<file path="config.mk">
export PLATFORM = sky130hd
export DESIGN_NAME = ship_display_top
export DESIGN_NICKNAME = d
export VERILOG_FILES = /design/src/hw/ship_pkg.sv /design/src/hw/scan_if.sv /design/src/hw/ship_display_top.sv /design/src/hw/ship_renderer.sv /design/src/hw/ship_regs.sv /design/src/hw/ship_rom.sv /design/src/hw/vga_timing.sv
export VERILOG_INCLUDE_DIRS = /design/src /design/src/hw
export SDC_FILE = /design/constraint.sdc
export NUM_CORES = 1
export LEC_CHECK = 0
export ABC_AREA = 0
export BUFFER_PORTS_ARGS = -buffer_cell sky130_fd_sc_hd__buf_2
export CORE_MARGIN = 2
export CORE_UTILIZATION = 50
export CTS_CLUSTER_DIAMETER = 30
export DETAILED_ROUTE_END_ITERATION = 12
export PLACE_DENSITY = 0.71
export SYNTH_ARGS = -nofsm -noshare
export SYNTH_HDL_FRONTEND = slang
export SYNTH_HIERARCHICAL = 1
export SYNTH_SLANG_ARGS = --single-unit
</file>
<file path="constraint.sdc">
create_clock -name clk -period 4.41 [get_ports clk]
set_input_delay 0.6615 -clock clk [delete_from_list [all_inputs] [get_ports clk]]
set_output_delay 0.6615 -clock clk [all_outputs]
set_load 0.03 [all_outputs]
</file>
<file path="src/hw/ship_defs.svh">
`ifndef SHIP_DEFS_SVH
`define SHIP_DEFS_SVH

// 640x480 at 60 Hz, 25 MHz pixel clock
`define H_VISIBLE 640
`define H_FRONT   16
`define H_SYNC    96
`define H_TOTAL   800

`define V_VISIBLE 480
`define V_FRONT   10
`define V_SYNC    2
`define V_TOTAL   525

// Ship bitmap size in pixels
`define SHIP_W 50
`define SHIP_H 40

// Wishbone word addresses
`define REG_SHIP_X     0
`define REG_SHIP_Y     1
`define REG_SHIP_COLOR 2
`define REG_BG_COLOR   3

`endif
</file>
<file path="src/hw/ship_pkg.sv">
package ship_pkg;

    // Screen position or raster counter value
    typedef logic [9:0] coord_t;

    // 4 bits per channel, red in the top nibble
    typedef logic [11:0] rgb_t;

    // One bitmap row
    // bit 49 is the leftmost column of the sprite
    typedef logic [49:0] sprite_row_t;

    // Bitmap row index
    typedef logic [5:0] sprite_addr_t;

    // Register bank word address
    typedef logic [1:0] reg_addr_t;

    // Bus data word
    typedef logic [15:0] wb_data_t;

endpackage

</file>
<file path="src/hw/scan_if.sv">
`timescale 1ns/1ps

interface scan_if
    import ship_pkg::*;
();
    // Current raster position
    coord_t x;
    coord_t y;

    logic   visible;
    logic   hsync_n;
    logic   vsync_n;

    // One cycle at (0, 0)
    logic   frame_start;

    modport source (output x, y, visible, hsync_n, vsync_n, frame_start);
    modport sink   (input  x, y, visible, hsync_n, vsync_n, frame_start);

endinterface

</file>
<file path="src/hw/ship_display_top.sv">
`timescale 1ns/1ps

module ship_display_top
    import ship_pkg::*;
(
    input  logic      clk,
    input  logic      arst_n,
    input  logic      wb_cyc,
    input  logic      wb_stb,
    input  logic      wb_we,
    input  reg_addr_t wb_adr,
    input  wb_data_t  wb_dat_w,
    output wb_data_t  wb_dat_r,
    output logic      wb_ack,
    output rgb_t      rgb,
    output logic      hsync_n,
    output logic      vsync_n
);

    scan_if scan ();

    // Shadowed position and live colours
    coord_t ship_x;
    coord_t ship_y;
    rgb_t   ship_color;
    rgb_t   bg_color;

    vga_timing u_vga_timing (
        .clk    (clk),
        .arst_n (arst_n),
        .scan   (scan.source)
    );

    ship_regs u_ship_regs (
        .clk        (clk),
        .arst_n     (arst_n),
        .wb_cyc     (wb_cyc),
        .wb_stb     (wb_stb),
        .wb_we      (wb_we),
        .wb_adr     (wb_adr),
        .wb_dat_w   (wb_dat_w),
        .wb_dat_r   (wb_dat_r),
        .wb_ack     (wb_ack),
        .scan       (scan.sink),
        .ship_x     (ship_x),
        .ship_y     (ship_y),
        .ship_color (ship_color),
        .bg_color   (bg_color)
    );

    ship_renderer u_ship_renderer (
        .clk        (clk),
        .arst_n     (arst_n),
        .scan       (scan.sink),
        .ship_x     (ship_x),
        .ship_y     (ship_y),
        .ship_color (ship_color),
        .bg_color   (bg_color),
        .rgb        (rgb),
        .hsync_n    (hsync_n),
        .vsync_n    (vsync_n)
    );

endmodule

</file>
<file path="src/hw/ship_renderer.sv">
`timescale 1ns/1ps
`include "ship_defs.svh"

module ship_renderer
    import ship_pkg::*;
(
    input  logic   clk,
    input  logic   arst_n,
    scan_if.sink   scan,
    input  coord_t ship_x,
    input  coord_t ship_y,
    input  rgb_t   ship_color,
    input  rgb_t   bg_color,
    output rgb_t   rgb,
    output logic   hsync_n,
    output logic   vsync_n
);

    coord_t       dx;
    coord_t       dy;
    logic         in_box;
    sprite_addr_t rom_addr;
    sprite_row_t  rom_data;
    sprite_row_t  row_shifted;
    logic         pix_bit;

    logic         s1_hit;
    logic         s1_bit;
    logic         s1_visible;
    logic         s1_hsync_n;
    logic         s1_vsync_n;

    // Offsets wrap, so positions left of or above the ship fall out of range
    assign dx       = scan.x - ship_x;
    assign dy       = scan.y - ship_y;
    assign in_box   = (dx < coord_t'(`SHIP_W)) && (dy < coord_t'(`SHIP_H));
    assign rom_addr = sprite_addr_t'(dy);

    ship_rom u_ship_rom (
        .addr (rom_addr),
        .data (rom_data)
    );

    // Column dx lands on the top bit
    always_comb begin
        row_shifted = rom_data << dx;
        pix_bit     = row_shifted[`SHIP_W-1];
    end

    ////////////////////////////////////////////////////////////////////////////
    // Stage 1, hit test and bitmap lookup
    ////////////////////////////////////////////////////////////////////////////
    always_ff @(posedge clk or negedge arst_n) begin
        if (!arst_n) begin
            s1_hit     <= 1'b0;
            s1_bit     <= 1'b0;
            s1_visible <= 1'b0;
            s1_hsync_n <= 1'b1;
            s1_vsync_n <= 1'b1;
        end else begin
            s1_hit     <= in_box;
            s1_bit     <= pix_bit;
            s1_visible <= scan.visible;
            s1_hsync_n <= scan.hsync_n;
            s1_vsync_n <= scan.vsync_n;
        end
    end

    ////////////////////////////////////////////////////////////////////////////
    // Stage 2, colour select
    ////////////////////////////////////////////////////////////////////////////
    always_ff @(posedge clk or negedge arst_n) begin
        if (!arst_n) begin
            rgb     <= '0;
            hsync_n <= 1'b1;
            vsync_n <= 1'b1;
        end else begin
            if (!s1_visible) begin
                rgb <= '0;
            end else if (s1_hit && s1_bit) begin
                rgb <= ship_color;
            end else begin
                rgb <= bg_color;
            end
            hsync_n <= s1_hsync_n;
            vsync_n <= s1_vsync_n;
        end
    end

endmodule

</file>
<file path="src/hw/ship_regs.sv">
`timescale 1ns/1ps
`include "ship_defs.svh"

module ship_regs
    import ship_pkg::*;
(
    input  logic      clk,
    input  logic      arst_n,
    input  logic      wb_cyc,
    input  logic      wb_stb,
    input  logic      wb_we,
    input  reg_addr_t wb_adr,
    input  wb_data_t  wb_dat_w,
    output wb_data_t  wb_dat_r,
    output logic      wb_ack,
    scan_if.sink      scan,
    output coord_t    ship_x,
    output coord_t    ship_y,
    output rgb_t      ship_color,
    output rgb_t      bg_color
);

    coord_t x_reg;
    coord_t y_reg;
    logic   wb_req;
    logic   wr_en;

    // New request only while ack is low, so ack is a single cycle
    assign wb_req = wb_cyc && wb_stb && !wb_ack;
    assign wr_en  = wb_req && wb_we;

    always_ff @(posedge clk or negedge arst_n) begin
        if (!arst_n) begin
            wb_ack <= 1'b0;
        end else begin
            wb_ack <= wb_req;
        end
    end

    ////////////////////////////////////////////////////////////////////////////
    // Programmed registers
    ////////////////////////////////////////////////////////////////////////////
    always_ff @(posedge clk or negedge arst_n) begin
        if (!arst_n) begin
            x_reg      <= '0;
            y_reg      <= '0;
            ship_color <= 12'hFFF;
            bg_color   <= 12'h000;
        end else if (wr_en) begin
            case (wb_adr)
                reg_addr_t'(`REG_SHIP_X):     x_reg      <= coord_t'(wb_dat_w);
                reg_addr_t'(`REG_SHIP_Y):     y_reg      <= coord_t'(wb_dat_w);
                reg_addr_t'(`REG_SHIP_COLOR): ship_color <= rgb_t'(wb_dat_w);
                default:                      bg_color   <= rgb_t'(wb_dat_w);
            endcase
        end
    end

    // Position only moves between frames
    always_ff @(posedge clk or negedge arst_n) begin
        if (!arst_n) begin
            ship_x <= '0;
            ship_y <= '0;
        end else if (scan.frame_start) begin
            ship_x <= x_reg;
            ship_y <= y_reg;
        end
    end

    // Readback of programmed values, master holds adr through ack
    always_comb begin
        case (wb_adr)
            reg_addr_t'(`REG_SHIP_X):     wb_dat_r = wb_data_t'(x_reg);
            reg_addr_t'(`REG_SHIP_Y):     wb_dat_r = wb_data_t'(y_reg);
            reg_addr_t'(`REG_SHIP_COLOR): wb_dat_r = wb_data_t'(ship_color);
            default:                      wb_dat_r = wb_data_t'(bg_color);
        endcase
    end

endmodule

</file>
<file path="src/hw/ship_rom.sv">
`timescale 1ns/1ps

module ship_rom
    import ship_pkg::*;
(
    input  sprite_addr_t addr,
    output sprite_row_t  data
);

    // Row patterns with column 0 in bit 49
    localparam sprite_row_t ROW_BLANK = 50'h0000000000000;
    // Gun barrel over columns 24-25
    localparam sprite_row_t ROW_GUN   = 50'h0000003000000;
    // Columns 23-26
    localparam sprite_row_t ROW_TOWER = 50'h0000007800000;
    // Columns 11-38
    localparam sprite_row_t ROW_DECK  = 50'h0007FFFFFF800;
    // Wide hull over columns 7-42
    localparam sprite_row_t ROW_HULL  = 50'h007FFFFFFFF80;

    always_comb begin
        case (addr)
            6'd0:    data = ROW_BLANK;
            6'd1:    data = ROW_BLANK;
            6'd2:    data = ROW_BLANK;
            6'd3:    data = ROW_BLANK;
            6'd4:    data = ROW_BLANK;
            6'd5:    data = ROW_BLANK;
            6'd6:    data = ROW_GUN;
            6'd7:    data = ROW_GUN;
            6'd8:    data = ROW_GUN;
            6'd9:    data = ROW_GUN;
            6'd10:   data = ROW_GUN;
            6'd11:   data = ROW_GUN;
            6'd12:   data = ROW_GUN;
            6'd13:   data = ROW_GUN;
            // Gap in the barrel
            6'd14:   data = ROW_BLANK;
            6'd15:   data = ROW_BLANK;
            6'd16:   data = ROW_GUN;
            6'd17:   data = ROW_GUN;
            6'd18:   data = ROW_TOWER;
            6'd19:   data = ROW_TOWER;
            6'd20:   data = ROW_TOWER;
            6'd21:   data = ROW_TOWER;
            6'd22:   data = ROW_DECK;
            6'd23:   data = ROW_DECK;
            6'd24:   data = ROW_DECK;
            6'd25:   data = ROW_DECK;
            6'd26:   data = ROW_HULL;
            6'd27:   data = ROW_HULL;
            6'd28:   data = ROW_HULL;
            6'd29:   data = ROW_HULL;
            6'd30:   data = ROW_HULL;
            6'd31:   data = ROW_HULL;
            6'd32:   data = ROW_HULL;
            6'd33:   data = ROW_HULL;
            6'd34:   data = ROW_HULL;
            6'd35:   data = ROW_HULL;
            6'd36:   data = ROW_HULL;
            6'd37:   data = ROW_HULL;
            6'd38:   data = ROW_BLANK;
            6'd39:   data = ROW_BLANK;
            // Rows past the sprite height
            default: data = ROW_BLANK;
        endcase
    end

endmodule

</file>
<file path="src/hw/vga_timing.sv">
`timescale 1ns/1ps
`include "ship_defs.svh"

module vga_timing
    import ship_pkg::*;
(
    input  logic   clk,
    input  logic   arst_n,
    scan_if.source scan
);

    // Sync windows, end values are exclusive
    localparam coord_t HS_START = coord_t'(`H_VISIBLE + `H_FRONT);
    localparam coord_t HS_END   = coord_t'(`H_VISIBLE + `H_FRONT + `H_SYNC);
    localparam coord_t VS_START = coord_t'(`V_VISIBLE + `V_FRONT);
    localparam coord_t VS_END   = coord_t'(`V_VISIBLE + `V_FRONT + `V_SYNC);
    localparam coord_t H_LAST   = coord_t'(`H_TOTAL - 1);
    localparam coord_t V_LAST   = coord_t'(`V_TOTAL - 1);

    coord_t x_q;
    coord_t y_q;
    coord_t x_next;
    coord_t y_next;
    logic   visible_q;
    logic   hsync_n_q;
    logic   vsync_n_q;
    logic   frame_start_q;

    always_comb begin
        x_next = x_q + coord_t'(1);
        y_next = y_q;
        if (x_q == H_LAST) begin
            x_next = '0;
            y_next = (y_q == V_LAST) ? '0 : y_q + coord_t'(1);
        end
    end

    ////////////////////////////////////////////////////////////////////////////
    // Flags are decoded from the next counter value so they line up with
    // the counters once registered
    ////////////////////////////////////////////////////////////////////////////
    always_ff @(posedge clk or negedge arst_n) begin
        if (!arst_n) begin
            x_q           <= '0;
            y_q           <= '0;
            visible_q     <= 1'b1;
            hsync_n_q     <= 1'b1;
            vsync_n_q     <= 1'b1;
            frame_start_q <= 1'b1;
        end else begin
            x_q           <= x_next;
            y_q           <= y_next;
            visible_q     <= (x_next < coord_t'(`H_VISIBLE)) && (y_next < coord_t'(`V_VISIBLE));
            hsync_n_q     <= !((x_next >= HS_START) && (x_next < HS_END));
            vsync_n_q     <= !((y_next >= VS_START) && (y_next < VS_END));
            frame_start_q <= (x_next == '0) && (y_next == '0);
        end
    end

    assign scan.x           = x_q;
    assign scan.y           = y_q;
    assign scan.visible     = visible_q;
    assign scan.hsync_n     = hsync_n_q;
    assign scan.vsync_n     = vsync_n_q;
    assign scan.frame_start = frame_start_q;

endmodule

</file>
==> flow_summary.json, run 1 <==
{
  "die_h_um": 120,
  "avgSynthCellArea_um2": 11.1,
  "grt_max_degree": 43,
  "gp_congestion": 0.883,
  "root_buffer": "clkbuf_16",
  "maxSlewViolCount": 0,
  "leakage_nw": 3.14,
  "antenna_found_initial": 0,
  "status": "complete, no violations",
  "cts_made_buffers": 9,
  "die_x_um": 120,
  "layout_min_cycle_time_ns": 3.59,
  "post_cts_resized": 0,
  "overflow": 0,
  "worst_pin_slew_ns": 1.12,
  "grt_pass1_vias": 4429,
  "dp.final_hpwl_um": 9660,
  "htreeDepth": 3,
  "clockBufferDepth": 2,
  "avgViaCountPerCell": 5.65,
  "max_freq_mhz": 279,
  "port_buffers": 45,
  "grt.met2_usage_pct": 30.8,
  "drive_gt1_share_pct": 29.7,
  "grt.met1_usage_pct": 27.1,
  "met3_usage_pct": 3.49,
  "synth_cells": 609,
  "fill_cells": 1168,
  "clock_skew_ns": 0.0104,
  "busiest_layer": "met2",
  "clk_latency_ns": 0.35,
  "crit_fanout": 24,
  "track_usage_pct": 19.6,
  "fin_crit_sh_pct": 81.4,
  "cts.sinks": 108,
  "ys_warn_count": 6,
  "irDropWorstVdd_mv": 0.280,
  "maxCapViolations": 0,
  "end_kind": "register",
  "hp-class": "in -> async",
  "max_slew_margin_pct": 25.1,
  "setup-tns-final_ns": 0,
  "postCtsSetupRepairBufs": 0,
  "syn_area_um2": 6760,
  "drt-wirelength-per-cell_um": 16.5,
  "drtAntennaViolNets": 0,
  "cp-start-kind": "register",
  "setup_viol": 0,
  "critical_path_arrival_ns": 3.83,
  "syn_to_final_growth_pct": 4.94,
  "critPathKind": "reg -> reg",
  "grt_pass1_wl_um": 22400,
  "reg_top3": "u_ship_regs/bg_color x12, u_ship_regs/ship_color x12, u_ship_renderer/rgb x12",
  "clkTransAtPathRegs_ns": 0.08,
  "finalHoldViolCount": 0,
  "drc": 0,
  "cp.required_ns": 4.65,
  "diodes": 0,
  "powerDensity_nw_per_um2": 343,
  "start_util_pct": 51.1,
  "routed_wl_um": 13100,
  "num_io_pins": 54,
  "drt-pass1-iter-count": 5,
  "final_nets": 658,
  "grt_setup_unrepaired": "no",
  "fin_util_pct": 53.6,
  "first_iter_violations": 193,
  "dieArea_um2": 14500,
  "placementRows": 42,
  "cts_tree": "built",
  "cts_hold_buf": 0,
  "core-area_um2": 13200,
  "vias": 4481
}
==> layout by cell type (no fill, tap or decap), types with 4 or more instances in the layout <==
cell type	count
a21boi_0	13
conb_1	18
dfrtp_1	88
mux2_4	11
xor2_1	8
nand3b_1	4
nand2_1	49
ha_1	21
mux2i_1	8
dfstp_2	20
nor3_1	19
mux4_2	16
buf_2	44
nand4_1	5
mux4_1	6
clkbuf_16	9
o31a_1	4
a21oi_1	12
nor4_1	4
and2_1	4
nand2b_1	4
nor2b_1	8
o21ai_0	23
mux2_2	57
xnor2_1	16
nand3_1	9
inv_1	31
o21a_1	8
buf_4	5
nor2_1	29
a31oi_1	4
==> path summary, 6_finish.rpt <==
kind / start / endpoint / slack, ns / cells after the start
max: u_vga_timing/scan.y[0] / u_ship_renderer/s1_bit / 0.82 / 16
min: arst_n / u_vga_timing/scan.x[6] / 0.28 / 1
max reg2reg: u_vga_timing/scan.y[0] / u_ship_renderer/s1_bit / 0.82 / 16
min reg2reg: u_vga_timing/scan.hsync_n / u_ship_renderer/s1_hsync_n / 0.36 / 0
max in group asynchronous: arst_n / u_ship_regs/ship_color[6] / 3.22 / 2
min in group clk: u_vga_timing/scan.hsync_n / u_ship_renderer/s1_hsync_n / 0.36 / 0
==> per-layer routing <==
layer | routed length, um | vias up
met4 | 288 | 0
met2 | 6270 | 100
met5 | 0 | -
met3 | 501 | 17
li1 | - | 2129
met1 | 6030 | 2235
==> cell type report <==
type	instances	area (um2)	area share, %
Multi-Input combinational cell	413	3480	49.1
Sequential cell	108	2730	38.4
Timing Repair Buffer	49	258	3.63
Clock buffer	9	225	3.17
Tap cell	176	220	3.10
Inverter	31	116	1.64
Clock inverter	7	68.8	0.970
==> report_power, final <==
| part | internal [mW] | switching (mW) | leakage, nW |
|---|---|---|---|
| Combinational | 0.188 | 0.234 | 1.65 |
| Sequential | 1.13 | 0.0872 | 1.34 |
| Clock | 0.398 | 0.392 | 0.143 |
| Total | 1.72 | 0.714 | 3.14 |
==> metrics by stage <==
| step | power, mW | hold WS (ns) | area [um2] | cells | worst slack, ns |
|---|---|---|---|---|---|
| floorplan | 1.53 | 0.345 | 6820 | 625 | 0.266 |
| detailed placement | 1.66 | 0.347 | 6800 | 777 | 0.875 |
| CTS | 2.46 | 0.301 | 7100 | 793 | 0.841 |
| finish | 2.43 | 0.284 | 7100 | 793 | 0.820 |
| global route | 2.54 | 0.331 | 7100 | 793 | 0.492 |
| global placement | 1.64 | 0.346 | 6800 | 777 | 0.930 |
==> worst max-delay path, cell delays in order, from the launching register on <==
cell	delay (ns)
dfrtp_1	0.49
inv_1	0.12
ha_1	0.25
fa_1	0.41
nor2b_1	0.16
o21ai_0	0.09
a21oi_1	0.33
nor2b_2	0.10
nand2_1	0.10
o21ai_0	0.08
buf_4	0.19
mux4_1	0.51
mux2_2	0.27
nand2_1	0.06
o21ai_0	0.10
nand3b_1	0.13
a31oi_1	0.09
Power figures use the tool's default switching activity.
==> inputs of run 2 (changes only) <==
==> constraint.sdc (replaced) <==
create_clock -name clk -period 3.1 [get_ports clk]
set_input_delay 0.465 -clock clk [delete_from_list [all_inputs] [get_ports clk]]
set_output_delay 0.465 -clock clk [all_outputs]
set_load 0.03 [all_outputs]
==> flow_summary.json, run 2 (same netlist as run 1, synthesis figures left out) <==
{
  "ff2ff_setup_slack_ns": -0.02,
  "placementRows": 42,
  "post-route-worst-setup-slack_ns": -0.0176,
  "irDropWorstVdd_mv": 0.428,
  "cts_hold_buf": 0,
  "maxSlewViolCount": 0,
  "cpMostUsedCell": "nand2_4",
  "grt_setup_unrepaired": "yes",
  "clkTransAtPathRegs_ns": 0.07,
  "clockBufferDepth": 2,
  "cts.sinks": 108,
  "cts_made_buffers": 9,
  "dieArea_um2": 14500,
  "cp_num_buf_inv": 0,
  "num_io_pins": 54,
  "die_h_um": 120,
  "gp_congestion": 0.817,
  "cts_tree": "built",
  "root_buffer": "clkbuf_16",
  "final_cells": 818,
  "setup_viol": 1,
  "drt-pass1-iter-count": 4,
  "power.total_mw": 3.43,
  "finalHoldViolCount": 0,
  "worstSetupStartpoint": "u_vga_timing/scan.y[1]",
  "wl_met3_um": 515,
  "mostFrequentLayoutCells": "88 x dfrtp_1, 57 x mux2_2, 46 x nand2_1",
  "cp-start-kind": "register",
  "grt_max_degree": 55,
  "layout_min_cycle_time_ns": 3.12,
  "postLayoutCellArea_um2": 7390,
  "vias": 4632,
  "first_iter_violations": 211,
  "crit_fanout": 8,
  "final_nets": 683,
  "maxCapViolations": 0,
  "wl_met2_um": 6790,
  "clk_latency_ns": 0.35,
  "cp_top_family": "compound AO/OA/AOI/OAI gates",
  "placement.cell_area_um2": 6980,
  "grt_pass1_wl_um": 23200,
  "cp_cell_sequence": "ha_1 > nor2b_1 > o31a_1 > o21a_1 > nor2_2 > xnor2_2 > nor2b_4 > nand2_4 > nand2_4 > mux4_2 > mux2_4 > a21oi_2 > o32a_1 > a31oi_1",
  "hp-class": "in -> async",
  "routed_wl_um": 13700,
  "avgViaCountPerCell": 5.66,
  "leakage_nw": 3.26,
  "crit_cells": 14,
  "place_inst": 796,
  "end_kind": "register",
  "holdWs_ns": 0.154,
  "setup-tns-final_ns": -0.0176,
  "antenna_found_initial": 0,
  "worstSetupEndpoint": "u_ship_renderer/s1_bit",
  "port_buffers": 45,
  "route.top_layer_used": "met4",
  "r2r-end": "u_ship_renderer/s1_bit",
  "dp.final_hpwl_um": 10200,
  "max_slew_margin_pct": 54.9,
  "reg_top3": "u_ship_regs/bg_color x12, u_ship_regs/ship_color x12, u_ship_renderer/rgb x12",
  "final_common_cell": "dfrtp_1",
  "r2r-start": "u_vga_timing/scan.y[1]",
  "start_util_pct": 51.1,
  "clock_skew_ns": 0.00838,
  "overflow": 0,
  "track_usage_pct": 20.3,
  "diodes": 0,
  "critical_path_arrival_ns": 3.35,
  "violations": "setup timing",
  "status": "finished, violations left",
  "die_x_um": 120,
  "syn_to_final_growth_pct": 9.32,
  "fin_crit_sh_pct": 101,
  "max_freq_mhz": 321,
  "htreeDepth": 3,
  "slowest_stage": "mux4_2",
  "drive_gt1_share_pct": 35.5,
  "cpPeakStageDelay_ns": 0.48,
  "drt-wirelength-per-cell_um": 16.7,
  "grt_pass1_vias": 4696,
  "worst_pin_slew_ns": 0.677,
  "drtAntennaViolNets": 0,
  "reg2reg_depth": 14,
  "drc": 0,
  "powerDensity_nw_per_um2": 464,
  "critPathKind": "reg -> reg",
  "cp.required_ns": 3.33,
  "core-area_um2": 13200,
  "drt-met1-wl_um": 6140
}
-- run 2: stage by stage --
stage | setup WS (ns) | utilization [%]
floorplan | -0.0789 | -
global placement | -0.0497 | 52.7
CTS | -0.0531 | 55.6
finish | -0.0176 | 55.8
global route | -0.155 | 55.8
detailed placement | -0.152 | 52.7
-- run 2: where the power goes --
part	switching, mW	total [mW]	leakage, nW	internal, mW
Combinational	0.332	0.602	1.78	0.270
Sequential	0.120	1.73	1.34	1.61
Clock	0.519	1.09	0.140	0.572
Total	0.971	3.43	3.26	2.46
-- run 2: area by class of cell --
class | instances | area [um2]
Fill cell | 1132 | 5850
Inverter | 31 | 116
Tap cell | 176 | 220
Multi-Input combinational cell | 415 | 3610
Clock buffer | 11 | 243
Clock inverter | 5 | 36.3
Sequential cell | 108 | 2730
Timing Repair Buffer | 72 | 443
-- run 2: worst reg2reg max path, delay by kind of cell, from the launching register on --
| kind | cells | cell delay, ns |
|---|---|---|
| xor gates and xnor gates | 1 | 0.09 |
| DFF | 1 | 0.39 |
| AOI/OAI and AO/OA | 5 | 0.83 |
| muxes | 2 | 0.77 |
| adders and majority gates | 1 | 0.28 |
| and+or+nand+nor | 5 | 0.63 |
-- run 2: worst min path at each step --
stage,slack (ns),cells past startpoint,endpoint
after detailed placement,0.35,0,u_ship_renderer/vsync_n
final,0.15,1,u_ship_regs/bg_color[10]
after global routing,0.21,1,u_ship_renderer/rgb[7]
after global placement,0.35,0,u_ship_renderer/s1_hsync_n
after floorplan,0.17,0,u_ship_regs/bg_color[0]
after CTS,0.17,1,u_ship_renderer/rgb[7]
-- run 2: routing by layer --
layer,global-route usage (%),up-vias
met5,0,-
met4,8.07,0
met3,2.97,20
met2,34.2,106
met1,26.5,2315
li1,-,2191
-- run 2: repair_timing --
action                                  in CTS  in global routing
gates cloned                                 2                  0
buffers inserted                             3                  1
resized for setup                           17                 11
hold endpoints to repair                     0                  0
pin swaps                                    8                  7
endpoints found under the setup margin       1                  2
==> inputs of run 3 (changes only) <==
--- a/config.mk
+++ b/config.mk
@@ -8,11 +8,12 @@
 export LEC_CHECK = 0
 export ABC_AREA = 0
 export BUFFER_PORTS_ARGS = -buffer_cell sky130_fd_sc_hd__buf_2
+export CAP_MARGIN = 25
 export CORE_MARGIN = 2
 export CORE_UTILIZATION = 50
 export CTS_CLUSTER_DIAMETER = 30
 export DETAILED_ROUTE_END_ITERATION = 12
-export PLACE_DENSITY = 0.71
+export PLACE_DENSITY = 0.81
 export SYNTH_ARGS = -nofsm -noshare
 export SYNTH_HDL_FRONTEND = slang
 export SYNTH_HIERARCHICAL = 1
==> flow_summary.json, run 3 (same netlist as run 1, synthesis figures left out) <==
{
  "drt-wirelength-per-cell_um": 17.4,
  "placement.cell_area_um2": 6960,
  "grt_pass1_wl_um": 23700,
  "met3_usage_pct": 3.21,
  "reg_top3": "u_ship_regs/bg_color x12, u_ship_regs/ship_color x12, u_ship_renderer/rgb x12",
  "maxSlewViolCount": 0,
  "leakage_nw": 3.26,
  "final_nets": 683,
  "die_x_um": 120,
  "maxCapViolations": 0,
  "final_cells": 818,
  "fin_crit_sh_pct": 103,
  "root_buffer": "clkbuf_16",
  "cp-start-kind": "register",
  "max_freq_mhz": 314,
  "power.total_mw": 3.45,
  "clock_skew_ns": 0.0100,
  "first_iter_violations": 218,
  "post-route-worst-setup-slack_ns": -0.0811,
  "start_util_pct": 51.1,
  "fill_cells": 1105,
  "avgViaCountPerCell": 5.71,
  "track_usage_pct": 20.5,
  "placementRows": 42,
  "hp-class": "in -> async",
  "violations": "setup timing",
  "drtAntennaViolNets": 0,
  "final_common_cell": "dfrtp_1",
  "r2r-start": "u_vga_timing/scan.y[0]",
  "port_buffers": 45,
  "htreeDepth": 3,
  "drt-pass1-iter-count": 5,
  "grt.met2_usage_pct": 35.0,
  "clk_latency_ns": 0.35,
  "grt_pass1_vias": 4832,
  "clkTransAtPathRegs_ns": 0.08,
  "fin_util_pct": 55.9,
  "mostFrequentLayoutCells": "88 x dfrtp_1, 56 x mux2_2, 45 x nand2_1",
  "cts_tree": "built",
  "max_slew_margin_pct": 54.7,
  "worstSetupStartpoint": "u_vga_timing/scan.y[0]",
  "grt_max_degree": 50,
  "critical_path_arrival_ns": 3.41,
  "finalHoldViolCount": 0,
  "cts.sinks": 108,
  "cts_made_buffers": 9,
  "powerDensity_nw_per_um2": 466,
  "layout_min_cycle_time_ns": 3.18,
  "vias": 4672,
  "crit_fanout": 8,
  "setup_viol": 1,
  "cp.required_ns": 3.33,
  "grt_setup_unrepaired": "yes",
  "diodes": 0,
  "critPathKind": "reg -> reg",
  "end_kind": "register",
  "gp_congestion": 0.890,
  "num_io_pins": 54,
  "dp.final_hpwl_um": 10200,
  "holdWs_ns": 0.122,
  "dieArea_um2": 14500,
  "postLayoutCellArea_um2": 7410,
  "clockBufferDepth": 2,
  "core-area_um2": 13200,
  "syn_to_final_growth_pct": 9.49,
  "irDropWorstVdd_mv": 0.526,
  "drive_gt1_share_pct": 35.5,
  "antenna_found_initial": 0,
  "busiest_layer": "met2",
  "grt.met1_usage_pct": 26.4,
  "status": "finished, violations left",
  "worst_pin_slew_ns": 0.680,
  "place_inst": 793,
  "die_h_um": 120,
  "routed_wl_um": 14300,
  "drc": 0,
  "ff2ff_setup_slack_ns": -0.08,
  "overflow": 0
}
==> run 3: area by class of cell <==
class / instances / area (um2) / area share, %
tap: 176 / 220 / 2.97
timing repair buffer: 71 / 435 / 5.88
sequential: 108 / 2730 / 36.8
inverter: 31 / 116 / 1.57
clock inverter: 6 / 53.8 / 0.726
multi-input combinational: 416 / 3620 / 48.9
clock buffer: 10 / 229 / 3.09
==> run 3: timing repair <==
action                                  4_1_cts  5_1_grt
setup buffers                                 4        2
gates cloned                                  2        1
hold buffers                                  0        0
pin swaps                                    11        3
endpoints found under the setup margin        1        1
gates resized for setup                      21        7
==> run 3: stage by stage <==
stage	setup slack (ns)	TNS, ns
detailed placement	-0.100	-0.100
global placement	-0.0507	-0.0507
global route	-0.226	-0.229
finish	-0.0811	-0.0811
CTS	-0.0225	-0.0225
floorplan	-0.0789	-0.0789
==> run 3: where the power goes <==
group	switching (mW)	internal, mW	leakage, nW
registers	0.128	1.61	1.34
logic	0.335	0.270	1.78
clock network	0.545	0.562	0.136
total	1.01	2.45	3.26
==> run 3: final timing paths <==
check                                            endpoint  cells after the start
worst min register to register    u_ship_renderer/hsync_n                      0
min in group clk                  u_ship_renderer/hsync_n                      0
max in group asynchronous       u_ship_regs/ship_color[6]                      2
worst max-delay path               u_ship_renderer/s1_bit                     16
worst max register to register     u_ship_renderer/s1_bit                     16
worst min-delay path             u_ship_regs/bg_color[10]                      1
==> run 3: worst max-delay path: stages (launching register included) <==
cell and delay [ns]:
dfrtp_1 0.35, inv_1 0.07, ha_1 0.23, fa_2 0.37, nor2b_2 0.15, o31a_1 0.17
a21oi_2 0.06, buf_4 0.16, buf_4 0.14, o2111ai_4 0.09, nand2_4 0.09, mux4_2 0.49
mux2_4 0.29, nand2_2 0.07, o21ai_2 0.07, nand3b_1 0.15, a31oi_1 0.11
==> run 3: per-layer routing <==
metal / routed length, um / up-vias
met5: 0 / -
met4: 312 / 0
met3: 697 / 27
met2: 7210 / 138
met1: 6040 / 2335
li1: - / 2172
